--- src/source/axi_rd_pkg.sv ---
package axi_rd_pkg;

  // Master count and index width
  localparam int num_m = 3;
  localparam int idx_w = 2;

  // AXI field widths
  localparam int addr_w = 20;
  localparam int data_w = 16;
  localparam int id_w   = 4;

  // Slave side ID carries the master index in its upper bits
  localparam int sid_w = id_w + idx_w;

  // Highest valid master index, so the first search after reset starts at 0
  localparam logic [idx_w-1:0] idx_last = idx_w'(num_m - 1);

  // Address phase state
  typedef enum logic {
    st_idle,
    st_busy
  } arb_state_e;

endpackage

--- src/source/ar_mux_reg.sv ---
`timescale 1ns/1ps

module ar_mux_reg (
  input  logic                                                 clk,
  input  logic                                                 rst_n,
  input  logic                                                 capture,
  input  logic [axi_rd_pkg::idx_w-1:0]                         grant_idx,
  input  logic [axi_rd_pkg::num_m-1:0][axi_rd_pkg::addr_w-1:0] s_axi_araddr,
  input  logic [axi_rd_pkg::num_m-1:0][axi_rd_pkg::id_w-1:0]   s_axi_arid,
  input  logic [axi_rd_pkg::num_m-1:0][7:0]                    s_axi_arlen,
  input  logic [axi_rd_pkg::num_m-1:0][2:0]                    s_axi_arsize,
  input  logic [axi_rd_pkg::num_m-1:0][1:0]                    s_axi_arburst,
  input  logic                                                 m_axi_arready,
  output logic                                                 m_axi_arvalid,
  output logic [axi_rd_pkg::sid_w-1:0]                         m_axi_arid,
  output logic [axi_rd_pkg::addr_w-1:0]                        m_axi_araddr,
  output logic [7:0]                                           m_axi_arlen,
  output logic [2:0]                                           m_axi_arsize,
  output logic [1:0]                                           m_axi_arburst,
  output logic                                                 ar_full,
  output logic                                                 ar_done
);

  assign ar_full = m_axi_arvalid;
  assign ar_done = m_axi_arvalid && m_axi_arready;

  // Valid holds until the slave accepts
  always_ff @(posedge clk) begin
    if (!rst_n) begin
      m_axi_arvalid <= 1'b0;
    end else if (capture) begin
      m_axi_arvalid <= 1'b1;
    end else if (ar_done) begin
      m_axi_arvalid <= 1'b0;
    end
  end

  // Load the granted master's request, index goes above its ID
  always_ff @(posedge clk) begin
    if (capture) begin
      m_axi_arid    <= {grant_idx, s_axi_arid[grant_idx]};
      m_axi_araddr  <= s_axi_araddr[grant_idx];
      m_axi_arlen   <= s_axi_arlen[grant_idx];
      m_axi_arsize  <= s_axi_arsize[grant_idx];
      m_axi_arburst <= s_axi_arburst[grant_idx];
    end
  end

endmodule

--- src/source/axi_rd_arbiter.sv ---
`timescale 1ns/1ps

module axi_rd_arbiter (
  input  logic                                                 clk,
  input  logic                                                 rst_n,

  input  logic [axi_rd_pkg::num_m-1:0]                         s_axi_arvalid,
  input  logic [axi_rd_pkg::num_m-1:0][axi_rd_pkg::id_w-1:0]   s_axi_arid,
  input  logic [axi_rd_pkg::num_m-1:0][axi_rd_pkg::addr_w-1:0] s_axi_araddr,
  input  logic [axi_rd_pkg::num_m-1:0][7:0]                    s_axi_arlen,
  input  logic [axi_rd_pkg::num_m-1:0][2:0]                    s_axi_arsize,
  input  logic [axi_rd_pkg::num_m-1:0][1:0]                    s_axi_arburst,
  output logic [axi_rd_pkg::num_m-1:0]                         s_axi_arready,
  output logic [axi_rd_pkg::num_m-1:0]                         s_axi_rvalid,
  output logic [axi_rd_pkg::num_m-1:0][axi_rd_pkg::id_w-1:0]   s_axi_rid,
  output logic [axi_rd_pkg::num_m-1:0][axi_rd_pkg::data_w-1:0] s_axi_rdata,
  output logic [axi_rd_pkg::num_m-1:0][1:0]                    s_axi_rresp,
  output logic [axi_rd_pkg::num_m-1:0]                         s_axi_rlast,
  input  logic [axi_rd_pkg::num_m-1:0]                         s_axi_rready,

  output logic                                                 m_axi_arvalid,
  output logic [axi_rd_pkg::sid_w-1:0]                         m_axi_arid,
  output logic [axi_rd_pkg::addr_w-1:0]                        m_axi_araddr,
  output logic [7:0]                                           m_axi_arlen,
  output logic [2:0]                                           m_axi_arsize,
  output logic [1:0]                                           m_axi_arburst,
  input  logic                                                 m_axi_arready,
  input  logic                                                 m_axi_rvalid,
  input  logic [axi_rd_pkg::sid_w-1:0]                         m_axi_rid,
  input  logic [axi_rd_pkg::data_w-1:0]                        m_axi_rdata,
  input  logic [1:0]                                           m_axi_rresp,
  input  logic                                                 m_axi_rlast,
  output logic                                                 m_axi_rready
);

  logic [axi_rd_pkg::idx_w-1:0] grant_idx;
  logic                         capture;
  logic                         ar_full;
  logic                         ar_done;

  rd_arb_ctrl rd_arb_ctrl_inst (
    .clk      (clk),
    .rst_n    (rst_n),
    .req      (s_axi_arvalid),
    .ar_full  (ar_full),
    .ar_done  (ar_done),
    .grant_idx(grant_idx),
    .capture  (capture)
  );

  // Granted master sees arready in its capture cycle
  always_comb begin
    for (int i = 0; i < axi_rd_pkg::num_m; i++) begin
      s_axi_arready[i] = capture && (int'(grant_idx) == i);
    end
  end

  ar_mux_reg ar_mux_reg_inst (
    .clk          (clk),
    .rst_n        (rst_n),
    .capture      (capture),
    .grant_idx    (grant_idx),
    .s_axi_araddr (s_axi_araddr),
    .s_axi_arid   (s_axi_arid),
    .s_axi_arlen  (s_axi_arlen),
    .s_axi_arsize (s_axi_arsize),
    .s_axi_arburst(s_axi_arburst),
    .m_axi_arready(m_axi_arready),
    .m_axi_arvalid(m_axi_arvalid),
    .m_axi_arid   (m_axi_arid),
    .m_axi_araddr (m_axi_araddr),
    .m_axi_arlen  (m_axi_arlen),
    .m_axi_arsize (m_axi_arsize),
    .m_axi_arburst(m_axi_arburst),
    .ar_full      (ar_full),
    .ar_done      (ar_done)
  );

  r_route r_route_inst (
    .m_axi_rvalid(m_axi_rvalid),
    .m_axi_rid   (m_axi_rid),
    .m_axi_rdata (m_axi_rdata),
    .m_axi_rresp (m_axi_rresp),
    .m_axi_rlast (m_axi_rlast),
    .s_axi_rready(s_axi_rready),
    .m_axi_rready(m_axi_rready),
    .s_axi_rvalid(s_axi_rvalid),
    .s_axi_rid   (s_axi_rid),
    .s_axi_rdata (s_axi_rdata),
    .s_axi_rresp (s_axi_rresp),
    .s_axi_rlast (s_axi_rlast)
  );

endmodule

--- src/source/r_route.sv ---
`timescale 1ns/1ps

module r_route (
  input  logic                                                 m_axi_rvalid,
  input  logic [axi_rd_pkg::sid_w-1:0]                         m_axi_rid,
  input  logic [axi_rd_pkg::data_w-1:0]                        m_axi_rdata,
  input  logic [1:0]                                           m_axi_rresp,
  input  logic                                                 m_axi_rlast,
  input  logic [axi_rd_pkg::num_m-1:0]                         s_axi_rready,
  output logic                                                 m_axi_rready,
  output logic [axi_rd_pkg::num_m-1:0]                         s_axi_rvalid,
  output logic [axi_rd_pkg::num_m-1:0][axi_rd_pkg::id_w-1:0]   s_axi_rid,
  output logic [axi_rd_pkg::num_m-1:0][axi_rd_pkg::data_w-1:0] s_axi_rdata,
  output logic [axi_rd_pkg::num_m-1:0][1:0]                    s_axi_rresp,
  output logic [axi_rd_pkg::num_m-1:0]                         s_axi_rlast
);

  logic [axi_rd_pkg::idx_w-1:0] r_idx;

  // Master index sits in the upper ID bits
  assign r_idx = m_axi_rid[axi_rd_pkg::sid_w-1 -: axi_rd_pkg::idx_w];

  always_comb begin
    // Unknown index keeps ready high so the beat drains
    m_axi_rready = 1'b1;
    for (int i = 0; i < axi_rd_pkg::num_m; i++) begin
      s_axi_rvalid[i] = m_axi_rvalid && (int'(r_idx) == i);
      s_axi_rid[i]    = m_axi_rid[axi_rd_pkg::id_w-1:0];
      s_axi_rdata[i]  = m_axi_rdata;
      s_axi_rresp[i]  = m_axi_rresp;
      s_axi_rlast[i]  = m_axi_rlast;
      if (int'(r_idx) == i) begin
        m_axi_rready = s_axi_rready[i];
      end
    end
  end

endmodule

--- src/source/rd_arb_ctrl.sv ---
`timescale 1ns/1ps

module rd_arb_ctrl (
  input  logic                         clk,
  input  logic                         rst_n,
  input  logic [axi_rd_pkg::num_m-1:0] req,
  input  logic                         ar_full,
  input  logic                         ar_done,
  output logic [axi_rd_pkg::idx_w-1:0] grant_idx,
  output logic                         capture
);

  axi_rd_pkg::arb_state_e state;

  logic [axi_rd_pkg::idx_w-1:0] last_idx;
  logic [axi_rd_pkg::idx_w-1:0] pick_idx;
  logic                         pick_valid;

  // Round-robin search, starting one past the last winner
  always_comb begin
    int cand;
    pick_valid = 1'b0;
    pick_idx   = '0;
    for (int k = 1; k <= axi_rd_pkg::num_m; k++) begin
      cand = (int'(last_idx) + k) % axi_rd_pkg::num_m;
      if (!pick_valid && req[cand]) begin
        pick_valid = 1'b1;
        pick_idx   = cand[axi_rd_pkg::idx_w-1:0];
      end
    end
  end

  assign grant_idx = pick_idx;

  // Only grant when the AR register is free
  assign capture = (state == axi_rd_pkg::st_idle) && !ar_full && pick_valid;

  always_ff @(posedge clk) begin
    if (!rst_n) begin
      state    <= axi_rd_pkg::st_idle;
      last_idx <= axi_rd_pkg::idx_last;
    end else begin
      case (state)
        axi_rd_pkg::st_idle: begin
          if (capture) begin
            state    <= axi_rd_pkg::st_busy;
            last_idx <= pick_idx;
          end
        end
        axi_rd_pkg::st_busy: begin
          // Slave took the request
          if (ar_done) begin
            state <= axi_rd_pkg::st_idle;
          end
        end
        default: begin
          state <= axi_rd_pkg::st_idle;
        end
      endcase
    end
  end

endmodule
--- config.mk ---
export PLATFORM = sky130hd
export DESIGN_NAME = axi_rd_arbiter
export DESIGN_NICKNAME = d
export VERILOG_FILES = /design/src/source/axi_rd_pkg.sv /design/src/source/ar_mux_reg.sv /design/src/source/axi_rd_arbiter.sv /design/src/source/r_route.sv /design/src/source/rd_arb_ctrl.sv
export SDC_FILE = /design/constraint.sdc
export NUM_CORES = 1
export LEC_CHECK = 0
export BUFFER_PORTS_ARGS = -buffer_cell sky130_fd_sc_hd__buf_2
export CORE_AREA = 2 2 102 104
export CTS_CLUSTER_DIAMETER = 200
export DETAILED_ROUTE_END_ITERATION = 8
export DIE_AREA = 0 0 104 106
export GPL_TIMING_DRIVEN = 1
export PLACE_DENSITY = 0.65
export SYNTH_ARGS = -nofsm -noshare
export SYNTH_HDL_FRONTEND = slang
export SYNTH_HIERARCHICAL = 1
export SYNTH_SLANG_ARGS = --single-unit
--- constraint.sdc ---
create_clock -name clk -period 7.8 [get_ports clk]
set_input_delay 1.56 -clock clk [delete_from_list [all_inputs] [get_ports clk]]
set_output_delay 1.56 -clock clk [all_outputs]
set_load 0.05 [all_outputs]
==> flow_summary.ini, run 1 <==
[cts]
cts.reportedPaths.clkPinSlew_ns = 0.07
ctsHoldBuffers = 0
clockRootBuffer = clkbuf_8
cts-htree-levels = 2
cts_resized = 0
cts_sinks = 43
cts_setup_buffers = 0
cts_tree = yes
worst_skew_pair.late_latency_ns = 0.29
cts_buffers = 5
clockBufferDepth = 2

[placed_design]
io_buffer_count = 169
dp.cells = 477
gp_congestion = 0.7419
hpwlAfterDp_um = 6327

[cells_and_area]
fillers = 1044
area_delta_synth_final_pct = 16.82
final-instance-count-excl-fill = 484
fin_nets = 497
antenna_cells = 0
drive_gt1_share_pct = 52.87

[timing]
finalCritPeriodShare_pct = 64.00
fin_tns_setup_ns = 0
slew_viol_final = 0
final_hold_viol_count = 0
worst_pin_slew_ns = 1.097
setup_viol = 0
skew_ns = 0.007986
period_minus_slack_ns = 4.992
rsz0062_at_grt = no
relSlewSlack_pct = 26.61
fmax_mhz = 200.3

[global_route]
grt_first_pass_wirelength_um = 11840
grt_pass1_vias = 2195
grtUsageMet1_pct = 13.12
overflow = 0
antenna_found_initial = 0
grt_max_degree = 44
grtUsageMet2_pct = 24.53
busiest_layer = met2
grt_usage_pct = 13.70
met3_usage_pct = 6.315

[setup_path]
worstPathArrival_ns = 3.43
required_ns = 6.24
worstSetupEndpointType = primary output
crit_path_start_kind = input pin
worstSetupPathType = in2out
crit_path_max_fanout = 43

[logic_synthesis]
synth_cell_types = 32
synth_compound_area_share_pct = 14.72
synth-simple-area-share_pct = 5.299
synth_nets = 404
syn_area_per_cell_sq_um = 11.67
synth_xor_area_share_pct = 0
synth_mux_area_share_pct = 14.13
syn_inst = 255
seq_area_frac_synth_pct = 42.05
syn_area_sq_um = 2975
synth.ff_latch_count = 43
synth_warnings = 6
synthAdderAreaFrac_pct = 1.262
synth_top_family_by_area = buffers and inverters

[power]
p_sw_w = 0.0008307
combPwrFrac_pct = 60.6
pwr-share-clk_pct = 10.2
power.density_nw_per_um2 = 461.4
p_seq_share_pct = 29.2
power_leakage_nw = 1.536
p_int_w = 0.0007732
max-vdd-ir-drop_uv = 121.6
switching_share_pct = 51.79
power_w = 0.001604

[die]
die_h_um = 106
pin_count = 262
initial_core_util_pct = 29.75
core_region_area_sq_um = 10000
rows = 37
die_w_um = 104
die_area_sq_um = 11020

[flow_run]
maxCapViolCount = 0

[detailed_routing]
wl_per_cell_um = 16.41
drtPass1Iterations = 4
routed_via_density = 4.550
num_vias = 2202
drc_errors = 0
wl_um = 7941
ant_nets = 0
drtIter0Drc = 81

[status]
status = complete, no violations

[min_path]
hold_class = reg2reg
## layer usage
metal,wire (um),up-vias
met1,2674,970
met4,340,0
li1,-,1058
met2,3993,126
met5,0,-
met3,933,48
## worst max-delay path, cell delays in order
cell and delay (ns):
buf_2 0.14, mux2i_1 0.09, o22ai_1 0.26, o31ai_4 0.15, inv_2 0.64, nor3b_2 0.28
buf_2 0.28
## registers in the layout (all words and copies together), names as in the netlist
| signal | count |
|---|---|
| ar_mux_reg_inst/m_axi_araddr | 20 |
| ar_mux_reg_inst/m_axi_arid | 6 |
| ar_mux_reg_inst/m_axi_arsize | 3 |
| ar_mux_reg_inst/m_axi_arlen | 8 |
| rd_arb_ctrl_inst/state | 1 |
| ar_mux_reg_inst/m_axi_arburst | 2 |
| ar_mux_reg_inst/ar_full | 1 |
| rd_arb_ctrl_inst/last_idx | 2 |
## cell usage after synthesis
| library cell | number | share of area (%) |
|---|---|---|
| buf_6 | 2 | 0.76 |
| nand2_1 | 4 | 0.50 |
| nand2b_1 | 4 | 0.84 |
| a21oi_1 | 4 | 0.67 |
| nand3_1 | 1 | 0.17 |
| a221oi_1 | 1 | 0.29 |
| buf_12 | 3 | 2.0 |
| edfxtp_1 | 39 | 39 |
| mux2i_1 | 42 | 14 |
| dfxtp_1 | 4 | 2.7 |
| and3b_1 | 2 | 0.59 |
| o211a_1 | 1 | 0.34 |
| o2111ai_1 | 1 | 0.29 |
| buf_2 | 8 | 1.3 |
| o31ai_4 | 1 | 0.71 |
| nor3b_2 | 1 | 0.42 |
| clkbuf_1 | 1 | 0.13 |
| and2_1 | 1 | 0.21 |
| o21ai_1 | 2 | 0.34 |
| nor3b_1 | 1 | 0.25 |
| o2bb2ai_1 | 37 | 11 |
| buf_4 | 70 | 18 |
| nor2b_1 | 4 | 0.84 |
| o21a_1 | 1 | 0.25 |
| inv_1 | 5 | 0.63 |
| nor2_1 | 5 | 0.63 |
| o41ai_1 | 1 | 0.29 |
| a31oi_1 | 1 | 0.21 |
| and3b_2 | 2 | 0.67 |
| ha_1 | 3 | 1.3 |
| o22ai_1 | 2 | 0.42 |
| nor3_1 | 1 | 0.17 |
## power groups by stage
stage / Sequential (W) / Combinational [W] / Clock (W)
6_report: 0.000469 / 0.000972 / 0.000164
2_1_floorplan: 0.000863 / 0.000497 / 0
4_1_cts: 0.000471 / 0.000988 / 0.000171
3_3_place_gp: 0.000473 / 0.000972 / 0
3_5_place_dp: 0.000476 / 0.000987 / 0
5_1_grt: 0.000481 / 0.00103 / 0.000179
## metrics by stage
| stage | hold slack, ns | cell area, sq um | setup slack, ns | util [%] |
|---|---|---|---|---|
| after global routing | 0.4969 | 3476 | 2.605 | 34.76 |
| after global placement | 0.4727 | 3373 | 2.858 | 33.73 |
| after floorplan | 0.4483 | 2975 | 2.615 | - |
| after CTS | 0.4853 | 3476 | 2.765 | 34.76 |
| after detailed placement | 0.4737 | 3373 | 2.765 | 33.73 |
| final | 0.4809 | 3476 | 2.808 | 34.76 |
## cell usage in the layout, fill, tap and decap left out, types with 3 or more instances in the layout
cell type / instances
buf_2: 169
dfxtp_1: 4
o2bb2ai_1: 37
nor2_1: 4
ha_1: 3
nor2b_1: 3
clkbuf_8: 5
a21oi_1: 4
edfxtp_1: 39
nand2b_1: 4
mux2i_1: 42
inv_1: 4
nand2_1: 4
## path summary, 6_finish.rpt
check	start	end	slack, ns	cells past startpoint
max	s_axi_arvalid[1]	s_axi_arready[0]	2.81	7
min	rd_arb_ctrl_inst/state$_SDFF_PN0_	rd_arb_ctrl_inst/state$_SDFF_PN0_	0.48	2
max reg2reg	rd_arb_ctrl_inst/last_idx[0]$_SDFFE_PN0P_	ar_mux_reg_inst/m_axi_araddr[14]$_DFFE_PP_	4.58	6
min reg2reg	rd_arb_ctrl_inst/state$_SDFF_PN0_	rd_arb_ctrl_inst/state$_SDFF_PN0_	0.48	2
## logic make-up (layout without fill, tap and decap cells)
kind of cell	count (synthesis)	after routing
flip-flops	43	43
buffers and inverters	89	182
AND/OR/NAND/NOR	26	26
adder cells (fa/ha/maj)	3	3
AO/OA/AOI/OAI	52	52
multiplexers	42	42
## area by class of cell
| type | count | area (sq um) | area share (%) |
|---|---|---|---|
| repair buffers | 170 | 853.3 | 24.55 |
| well taps | 136 | 170.2 | 4.896 |
| clock inverters | 1 | 30.03 | 0.8639 |
| multi-input cells | 123 | 1080 | 31.07 |
| clock buffers | 6 | 72.57 | 2.088 |
| inverters | 5 | 18.77 | 0.5400 |
| flip-flops and latches | 43 | 1251 | 36.00 |
Power figures use the tool's default switching activity.
==> run 2: changes to the inputs <==
--- a/config.mk
+++ b/config.mk
@@ -6,12 +6,12 @@
 export NUM_CORES = 1
 export LEC_CHECK = 0
 export BUFFER_PORTS_ARGS = -buffer_cell sky130_fd_sc_hd__buf_2
-export CORE_AREA = 2 2 102 104
+export CORE_AREA = 2 2 100 102
 export CTS_CLUSTER_DIAMETER = 200
 export DETAILED_ROUTE_END_ITERATION = 8
-export DIE_AREA = 0 0 104 106
+export DIE_AREA = 0 0 102 104
 export GPL_TIMING_DRIVEN = 1
-export PLACE_DENSITY = 0.65
+export PLACE_DENSITY = 0.68
 export SYNTH_ARGS = -nofsm -noshare
 export SYNTH_HDL_FRONTEND = slang
 export SYNTH_HIERARCHICAL = 1
==> constraint.sdc (replaced) <==
create_clock -name clk -period 4.8 [get_ports clk]
set_input_delay 0.96 -clock clk [delete_from_list [all_inputs] [get_ports clk]]
set_output_delay 0.96 -clock clk [all_outputs]
set_load 0.05 [all_outputs]
==> flow_summary.ini, run 2 (synthesis results as in run 1) <==
[cells_and_area]
final_util_pct = 36.32
fillers = 1000
reg_top3 = ar_mux_reg_inst/m_axi_araddr (20), ar_mux_reg_inst/m_axi_arlen (8), ar_mux_reg_inst/m_axi_arid (6)
largest_register_ffs = 20
antenna_cells = 0
drive_gt1_share_pct = 52.84
final_common_cell = buf_2
fin_nets = 500
top_register = ar_mux_reg_inst/m_axi_araddr
area_delta_synth_final_pct = 16.57
final_cell_mix = buf_2 (169), mux2i_1 (42), edfxtp_1 (39), o2bb2ai_1 (37)

[setup_path]
crit_path_max_fanout = 14
worstSetupEndpointType = primary output
worstSetupPathType = reg2out
required_ns = 3.84
worstPathArrival_ns = 2.67
crit_path_start_kind = flop

[detailed_routing]
drtPass1Iterations = 4
drc_errors = 0
wl_per_cell_um = 16.32
drtIter0Drc = 81
ant_nets = 0
num_vias = 2217
routed_via_density = 4.571
wl_um = 7917

[die]
pin_count = 262
core_region_area_sq_um = 9549
die_area_sq_um = 10610
rows = 36
die_h_um = 104
initial_core_util_pct = 31.16
die_w_um = 102

[cts]
cts.reportedPaths.clkPinSlew_ns = 0.07
ctsHoldBuffers = 0
cts_setup_buffers = 0
worst_skew_pair.late_latency_ns = 0.28
clockBufferDepth = 2
cts_resized = 0
cts_tree = yes
cts-htree-levels = 2
clockRootBuffer = clkbuf_8
cts_sinks = 43
cts_buffers = 5

[status]
status = complete, no violations

[timing]
setup_viol = 0
fmax_mhz = 275.7
final_hold_viol_count = 0
timing.hold.ws_ns = 0.4992
skew_ns = 0.003288
worst_pin_slew_ns = 0.6448
finalCritPeriodShare_pct = 75.56
relSlewSlack_pct = 56.85
setup_ws_ns = 1.173
rsz0062_at_grt = no
fin_tns_setup_ns = 0
slew_viol_final = 0
period_minus_slack_ns = 3.627

[placed_design]
hpwlAfterDp_um = 6373
pre_cts_slack_ns = 1.323
io_buffer_count = 169
gp_congestion = 0.7720

[power]
p_seq_share_pct = 29.4
power.density_nw_per_um2 = 741.1
pwr-share-clk_pct = 8.4
max-vdd-ir-drop_uv = 256.3
p_sw_w = 0.001357
p_int_w = 0.001213
power_leakage_nw = 1.543
combPwrFrac_pct = 62.2
switching_share_pct = 52.80

[global_route]
grt_pass1_vias = 2169
overflow = 0
grt_max_degree = 36
antenna_found_initial = 0
grt_first_pass_wirelength_um = 11140
grt_usage_pct = 13.74

[min_path]
hold_class = reg2reg

[flow_run]
maxCapViolCount = 0
-- run 2: changes by cell type in the layout (fill, tap and decap cells not counted) --
cell and delta:
nor2b_4 -1, buf_4 +3, inv_2 -1, clkinv_2 +1, bufinv_16 -1, inv_1 +1
clkbuf_1 +1, nor2b_2 +1
-- run 2: path summary, 6_finish.rpt --
| check | startpoint | to | slack, ns | cells past startpoint |
|---|---|---|---|---|
| setup reg to reg | rd_arb_ctrl_inst/last_idx[0]$_SDFFE_PN0P_ | ar_mux_reg_inst/m_axi_arlen[1]$_DFFE_PP_ | 1.67 | 8 |
| hold / removal | rd_arb_ctrl_inst/state$_SDFF_PN0_ | rd_arb_ctrl_inst/state$_SDFF_PN0_ | 0.50 | 2 |
| setup / recovery | rd_arb_ctrl_inst/last_idx[0]$_SDFFE_PN0P_ | s_axi_arready[0] | 1.17 | 8 |
| hold reg to reg | rd_arb_ctrl_inst/state$_SDFF_PN0_ | rd_arb_ctrl_inst/state$_SDFF_PN0_ | 0.50 | 2 |
-- run 2: final cells by class --
class	count	area [sq um]	area share [%]
clock buffers	7	76.32	2.201
clock inverters	1	5.005	0.1443
inverters	5	18.77	0.5411
multi-input cells	123	1075	30.99
flip-flops and latches	43	1251	36.07
well taps	133	166.4	4.798
repair buffers	173	875.8	25.25
-- run 2: routing by layer --
| layer | wire length (um) | vias up | track usage (%) |
|---|---|---|---|
| met5 | 0 | - | 0 |
| met4 | 336 | 0 | 7.619 |
| met3 | 663 | 29 | 3.159 |
| met2 | 4170 | 108 | 25.89 |
| met1 | 2747 | 1017 | 13.31 |
| li1 | - | 1063 | - |
-- run 2: stage by stage --
| step | cell area [sq um] | total power [W] | cells |
|---|---|---|---|
| floorplan | 2975 | 0.002210 | 255 |
| global placement | 3387 | 0.002350 | 477 |
| detailed placement | 3387 | 0.002388 | 477 |
| CTS | 3468 | 0.002606 | 485 |
| global route | 3468 | 0.002710 | 485 |
| finish | 3468 | 0.002571 | 485 |
-- run 2: power by group through the flow --
| stage | Clock (W) | Combinational (W) | Sequential (W) |
|---|---|---|---|
| 3_3_place_gp | 0 | 0.00159 | 0.000760 |
| 2_1_floorplan | 0 | 0.000807 | 0.00140 |
| 5_1_grt | 0.000244 | 0.00169 | 0.000773 |
| 6_report | 0.000216 | 0.00160 | 0.000755 |
| 3_5_place_dp | 0 | 0.00162 | 0.000766 |
| 4_1_cts | 0.000225 | 0.00162 | 0.000758 |
-- run 2: worst max-delay path, stage by stage (launching register included) --
cell and delay (ns):
dfxtp_1 0.36, inv_1 0.07, ha_1 0.44, mux2i_1 0.22
o22ai_1 0.13, o31ai_4 0.36, inv_1 0.30, nor3b_2 0.25
buf_2 0.24
==> run 3: changes to the inputs <==
--- a/config.mk
+++ b/config.mk
@@ -5,13 +5,14 @@
 export SDC_FILE = /design/constraint.sdc
 export NUM_CORES = 1
 export LEC_CHECK = 0
+export ABC_AREA = 1
 export BUFFER_PORTS_ARGS = -buffer_cell sky130_fd_sc_hd__buf_2
-export CORE_AREA = 2 2 100 102
+export CORE_AREA = 2 2 102 104
 export CTS_CLUSTER_DIAMETER = 200
 export DETAILED_ROUTE_END_ITERATION = 8
-export DIE_AREA = 0 0 102 104
+export DIE_AREA = 0 0 104 106
 export GPL_TIMING_DRIVEN = 1
-export PLACE_DENSITY = 0.68
+export PLACE_DENSITY = 0.72
 export SYNTH_ARGS = -nofsm -noshare
 export SYNTH_HDL_FRONTEND = slang
 export SYNTH_HIERARCHICAL = 1
==> constraint.sdc (replaced) <==
create_clock -name clk -period 3.17 [get_ports clk]
set_input_delay 0.634 -clock clk [delete_from_list [all_inputs] [get_ports clk]]
set_output_delay 0.634 -clock clk [all_outputs]
set_load 0.05 [all_outputs]
==> flow_summary.ini, run 3 <==
[cells_and_area]
final_common_cell = nand2_1
top_register = ar_mux_reg_inst/m_axi_araddr
fillers = 1070
antenna_cells = 0
multi_input_area_sq_um = 1077
reg_top3 = ar_mux_reg_inst/m_axi_araddr (20), ar_mux_reg_inst/m_axi_arlen (8), ar_mux_reg_inst/m_axi_arid (6)
largest_register_ffs = 20
drive_gt1_share_pct = 34.39
area_delta_synth_final_pct = 14.73
final-instance-count-excl-fill = 706
final_cell_mix = nand2_1 (176), buf_2 (169), inv_1 (90), nand3_1 (42), edfxtp_1 (39)
final-seq-area_sq_um = 1251
fin_nets = 718

[setup_path]
required_ns = 2.54
rrSetupSlack_ns = 0.38
r2r-end = ar_mux_reg_inst/m_axi_araddr[4]$_DFFE_PP_
crit_path_start_kind = flop
worstSetupEndpointType = primary output
rr_worst_depth = 9
crit_path_max_fanout = 20
r2r_start = rd_arb_ctrl_inst/last_idx[0]$_SDFFE_PN0P_
worstSetupPathType = reg2out
worstPathArrival_ns = 2.35

[die]
die_area_sq_um = 11020
core_region_area_sq_um = 10000
pin_count = 262
rows = 37
die_w_um = 104
initial_core_util_pct = 33.65
die_h_um = 106

[logic_synthesis]
synth_area_leaders = edfxtp_1 (35%), nand2_1 (20%), buf_4 (17%), inv_1 (10%), nand3_1 (6.2%)
ys.flop_type = edfxtp_1
synth_top_area_share_pct = 34.81
synth_nets = 622
async_reset_ff_share_pct = 0
yosysTopAreaCell = edfxtp_1
synth_warnings = 6
seq_area_frac_synth_pct = 37.19
syn_inst = 473
synth_cell_types = 20
syn_area_per_cell_sq_um = 7.113
synth_most_common_cell = nand2_1
synth_edf_count = 39
synth_common_cells = nand2_1 (177), inv_1 (90), buf_4 (77)
synth.ff_latch_count = 43
syn_area_sq_um = 3364

[placed_design]
io_buffer_count = 169
dp.cells = 698
gp_congestion = 0.8147
pre_cts_slack_ns = 0.3584
hpwlAfterDp_um = 6865

[power]
max-vdd-ir-drop_uv = 530.0
pwr-share-clk_pct = 8.2
power_w = 0.005332
power_leakage_nw = 2.312
p_seq_share_pct = 24.3
power.density_nw_per_um2 = 1381
combPwrFrac_pct = 67.6
p_int_w = 0.002329
p_sw_w = 0.003003
switching_share_pct = 56.32

[timing]
period_minus_slack_ns = 2.986
rsz0062_at_grt = no
setup_ws_ns = 0.1845
skew_ns = 0.005818
fin_tns_setup_ns = 0
slew_viol_final = 0
worst_pin_slew_ns = 0.9108
setup_viol = 0
relSlewSlack_pct = 39.14
fmax_mhz = 335.0
final_hold_viol_count = 0
finalCritPeriodShare_pct = 94.18
timing.hold.ws_ns = 0.4820

[cts]
ctsHoldBuffers = 0
cts_tree = yes
cts_resized = 0
cts_setup_buffers = 0
worst_skew_pair.late_latency_ns = 0.30
cts-htree-levels = 2
cts.reportedPaths.clkPinSlew_ns = 0.08
cts_buffers = 5
clockRootBuffer = clkbuf_8
clockBufferDepth = 2
cts_sinks = 43

[global_route]
grt_pass1_vias = 2795
antenna_found_initial = 0
grt_first_pass_wirelength_um = 13810
overflow = 0
grt_max_degree = 42
grt_usage_pct = 15.78

[detailed_routing]
drc_errors = 0
drtPass1Iterations = 4
drtIter0Drc = 173
wl_per_cell_um = 12.88
routed_via_density = 4.234
ant_nets = 0
wl_um = 9090
num_vias = 2989

[min_path]
holdPathEnd = rd_arb_ctrl_inst/state$_SDFF_PN0_
worstHoldStart = rd_arb_ctrl_inst/state$_SDFF_PN0_
hold_path_depth = 2
hold_class = reg2reg

[flow_run]
maxCapViolCount = 0

[status]
status = complete, no violations
[run 3: cell count changes after synthesis, sizes merged, moves of 4 or more]
cell	change
and3b	-4
o2bb2ai	-37
nand2b	-4
nor2b	-4
inv	+91
nand3	+43
nor2	+4
mux2i	-42
nand2	+177
[run 3: worst max-delay path by stage]
| stage | startpoint | to | slack, ns |
|---|---|---|---|
| 6_report | rd_arb_ctrl_inst/last_idx[0]$_SDFFE_PN0P_ | s_axi_arready[2] | 0.18 |
| 5_1_grt | rd_arb_ctrl_inst/last_idx[0]$_SDFFE_PN0P_ | s_axi_arready[0] | 0.01 |
| 4_1_cts | rd_arb_ctrl_inst/last_idx[0]$_SDFFE_PN0P_ | s_axi_arready[1] | 0.13 |
| 3_5_place_dp | rd_arb_ctrl_inst/last_idx[0]$_SDFFE_PN0P_ | ar_mux_reg_inst/m_axi_araddr[4]$_DFFE_PP_ | 0.36 |
| 3_3_place_gp | rd_arb_ctrl_inst/last_idx[0]$_SDFFE_PN0P_ | ar_mux_reg_inst/m_axi_araddr[1]$_DFFE_PP_ | 0.47 |
| 2_1_floorplan | rd_arb_ctrl_inst/last_idx[0]$_SDFFE_PN0P_ | s_axi_arready[0] | 0.13 |
[run 3: power groups by stage]
stage | registers (W) | logic [W] | clock network, W
3_3_place_gp | 0.00131 | 0.00362 | 0
3_5_place_dp | 0.00131 | 0.00365 | 0
2_1_floorplan | 0.00227 | 0.00231 | 0
5_1_grt | 0.00132 | 0.00399 | 0.000476
6_report | 0.00129 | 0.00360 | 0.000435
4_1_cts | 0.00130 | 0.00366 | 0.000449
[run 3: layout make-up]
cell class | instances | area share (%)
Clock buffer | 5 | 1.783
Timing Repair Buffer | 173 | 23.01
Inverter | 96 | 9.336
Multi-Input combinational cell | 250 | 27.91
Sequential cell | 43 | 32.41
Clock inverter | 3 | 1.135
Tap cell | 136 | 4.408
[run 3: kinds of logic after synthesis]
family | after synthesis | synth area share (%)
AO/OA/AOI/OAI | 8 | 1.302
AND/OR/NAND/NOR | 239 | 29.38
adder cells (fa/ha/maj) | 3 | 1.116
flip-flops | 43 | 37.19
buffers and inverters | 180 | 31.01
[run 3: worst max-delay path, cell delays in order, from the launching register on]
cell     delay, ns
dfxtp_1       0.35
inv_1         0.08
ha_1          0.36
o21ai_1       0.20
nand2_2       0.12
o21ai_0       0.31
nand2_4       0.22
nor2_1        0.14
buf_2         0.27
[run 3: metrics by stage]
stage	instance area, sq um	utilization, %
after floorplan	3364	-
after global placement	3742	37.42
after detailed placement	3742	37.42
after CTS	3855	38.55
after global routing	3860	38.60
final	3860	38.60
[run 3: layer usage]
metal,GRT usage (%),share of wire [%],up-vias
li1,-,-,1529
met1,16.47,37,1282
met2,29.70,51,160
met3,5.395,9.4,18
met4,5.019,2.1,0
met5,0,0,-
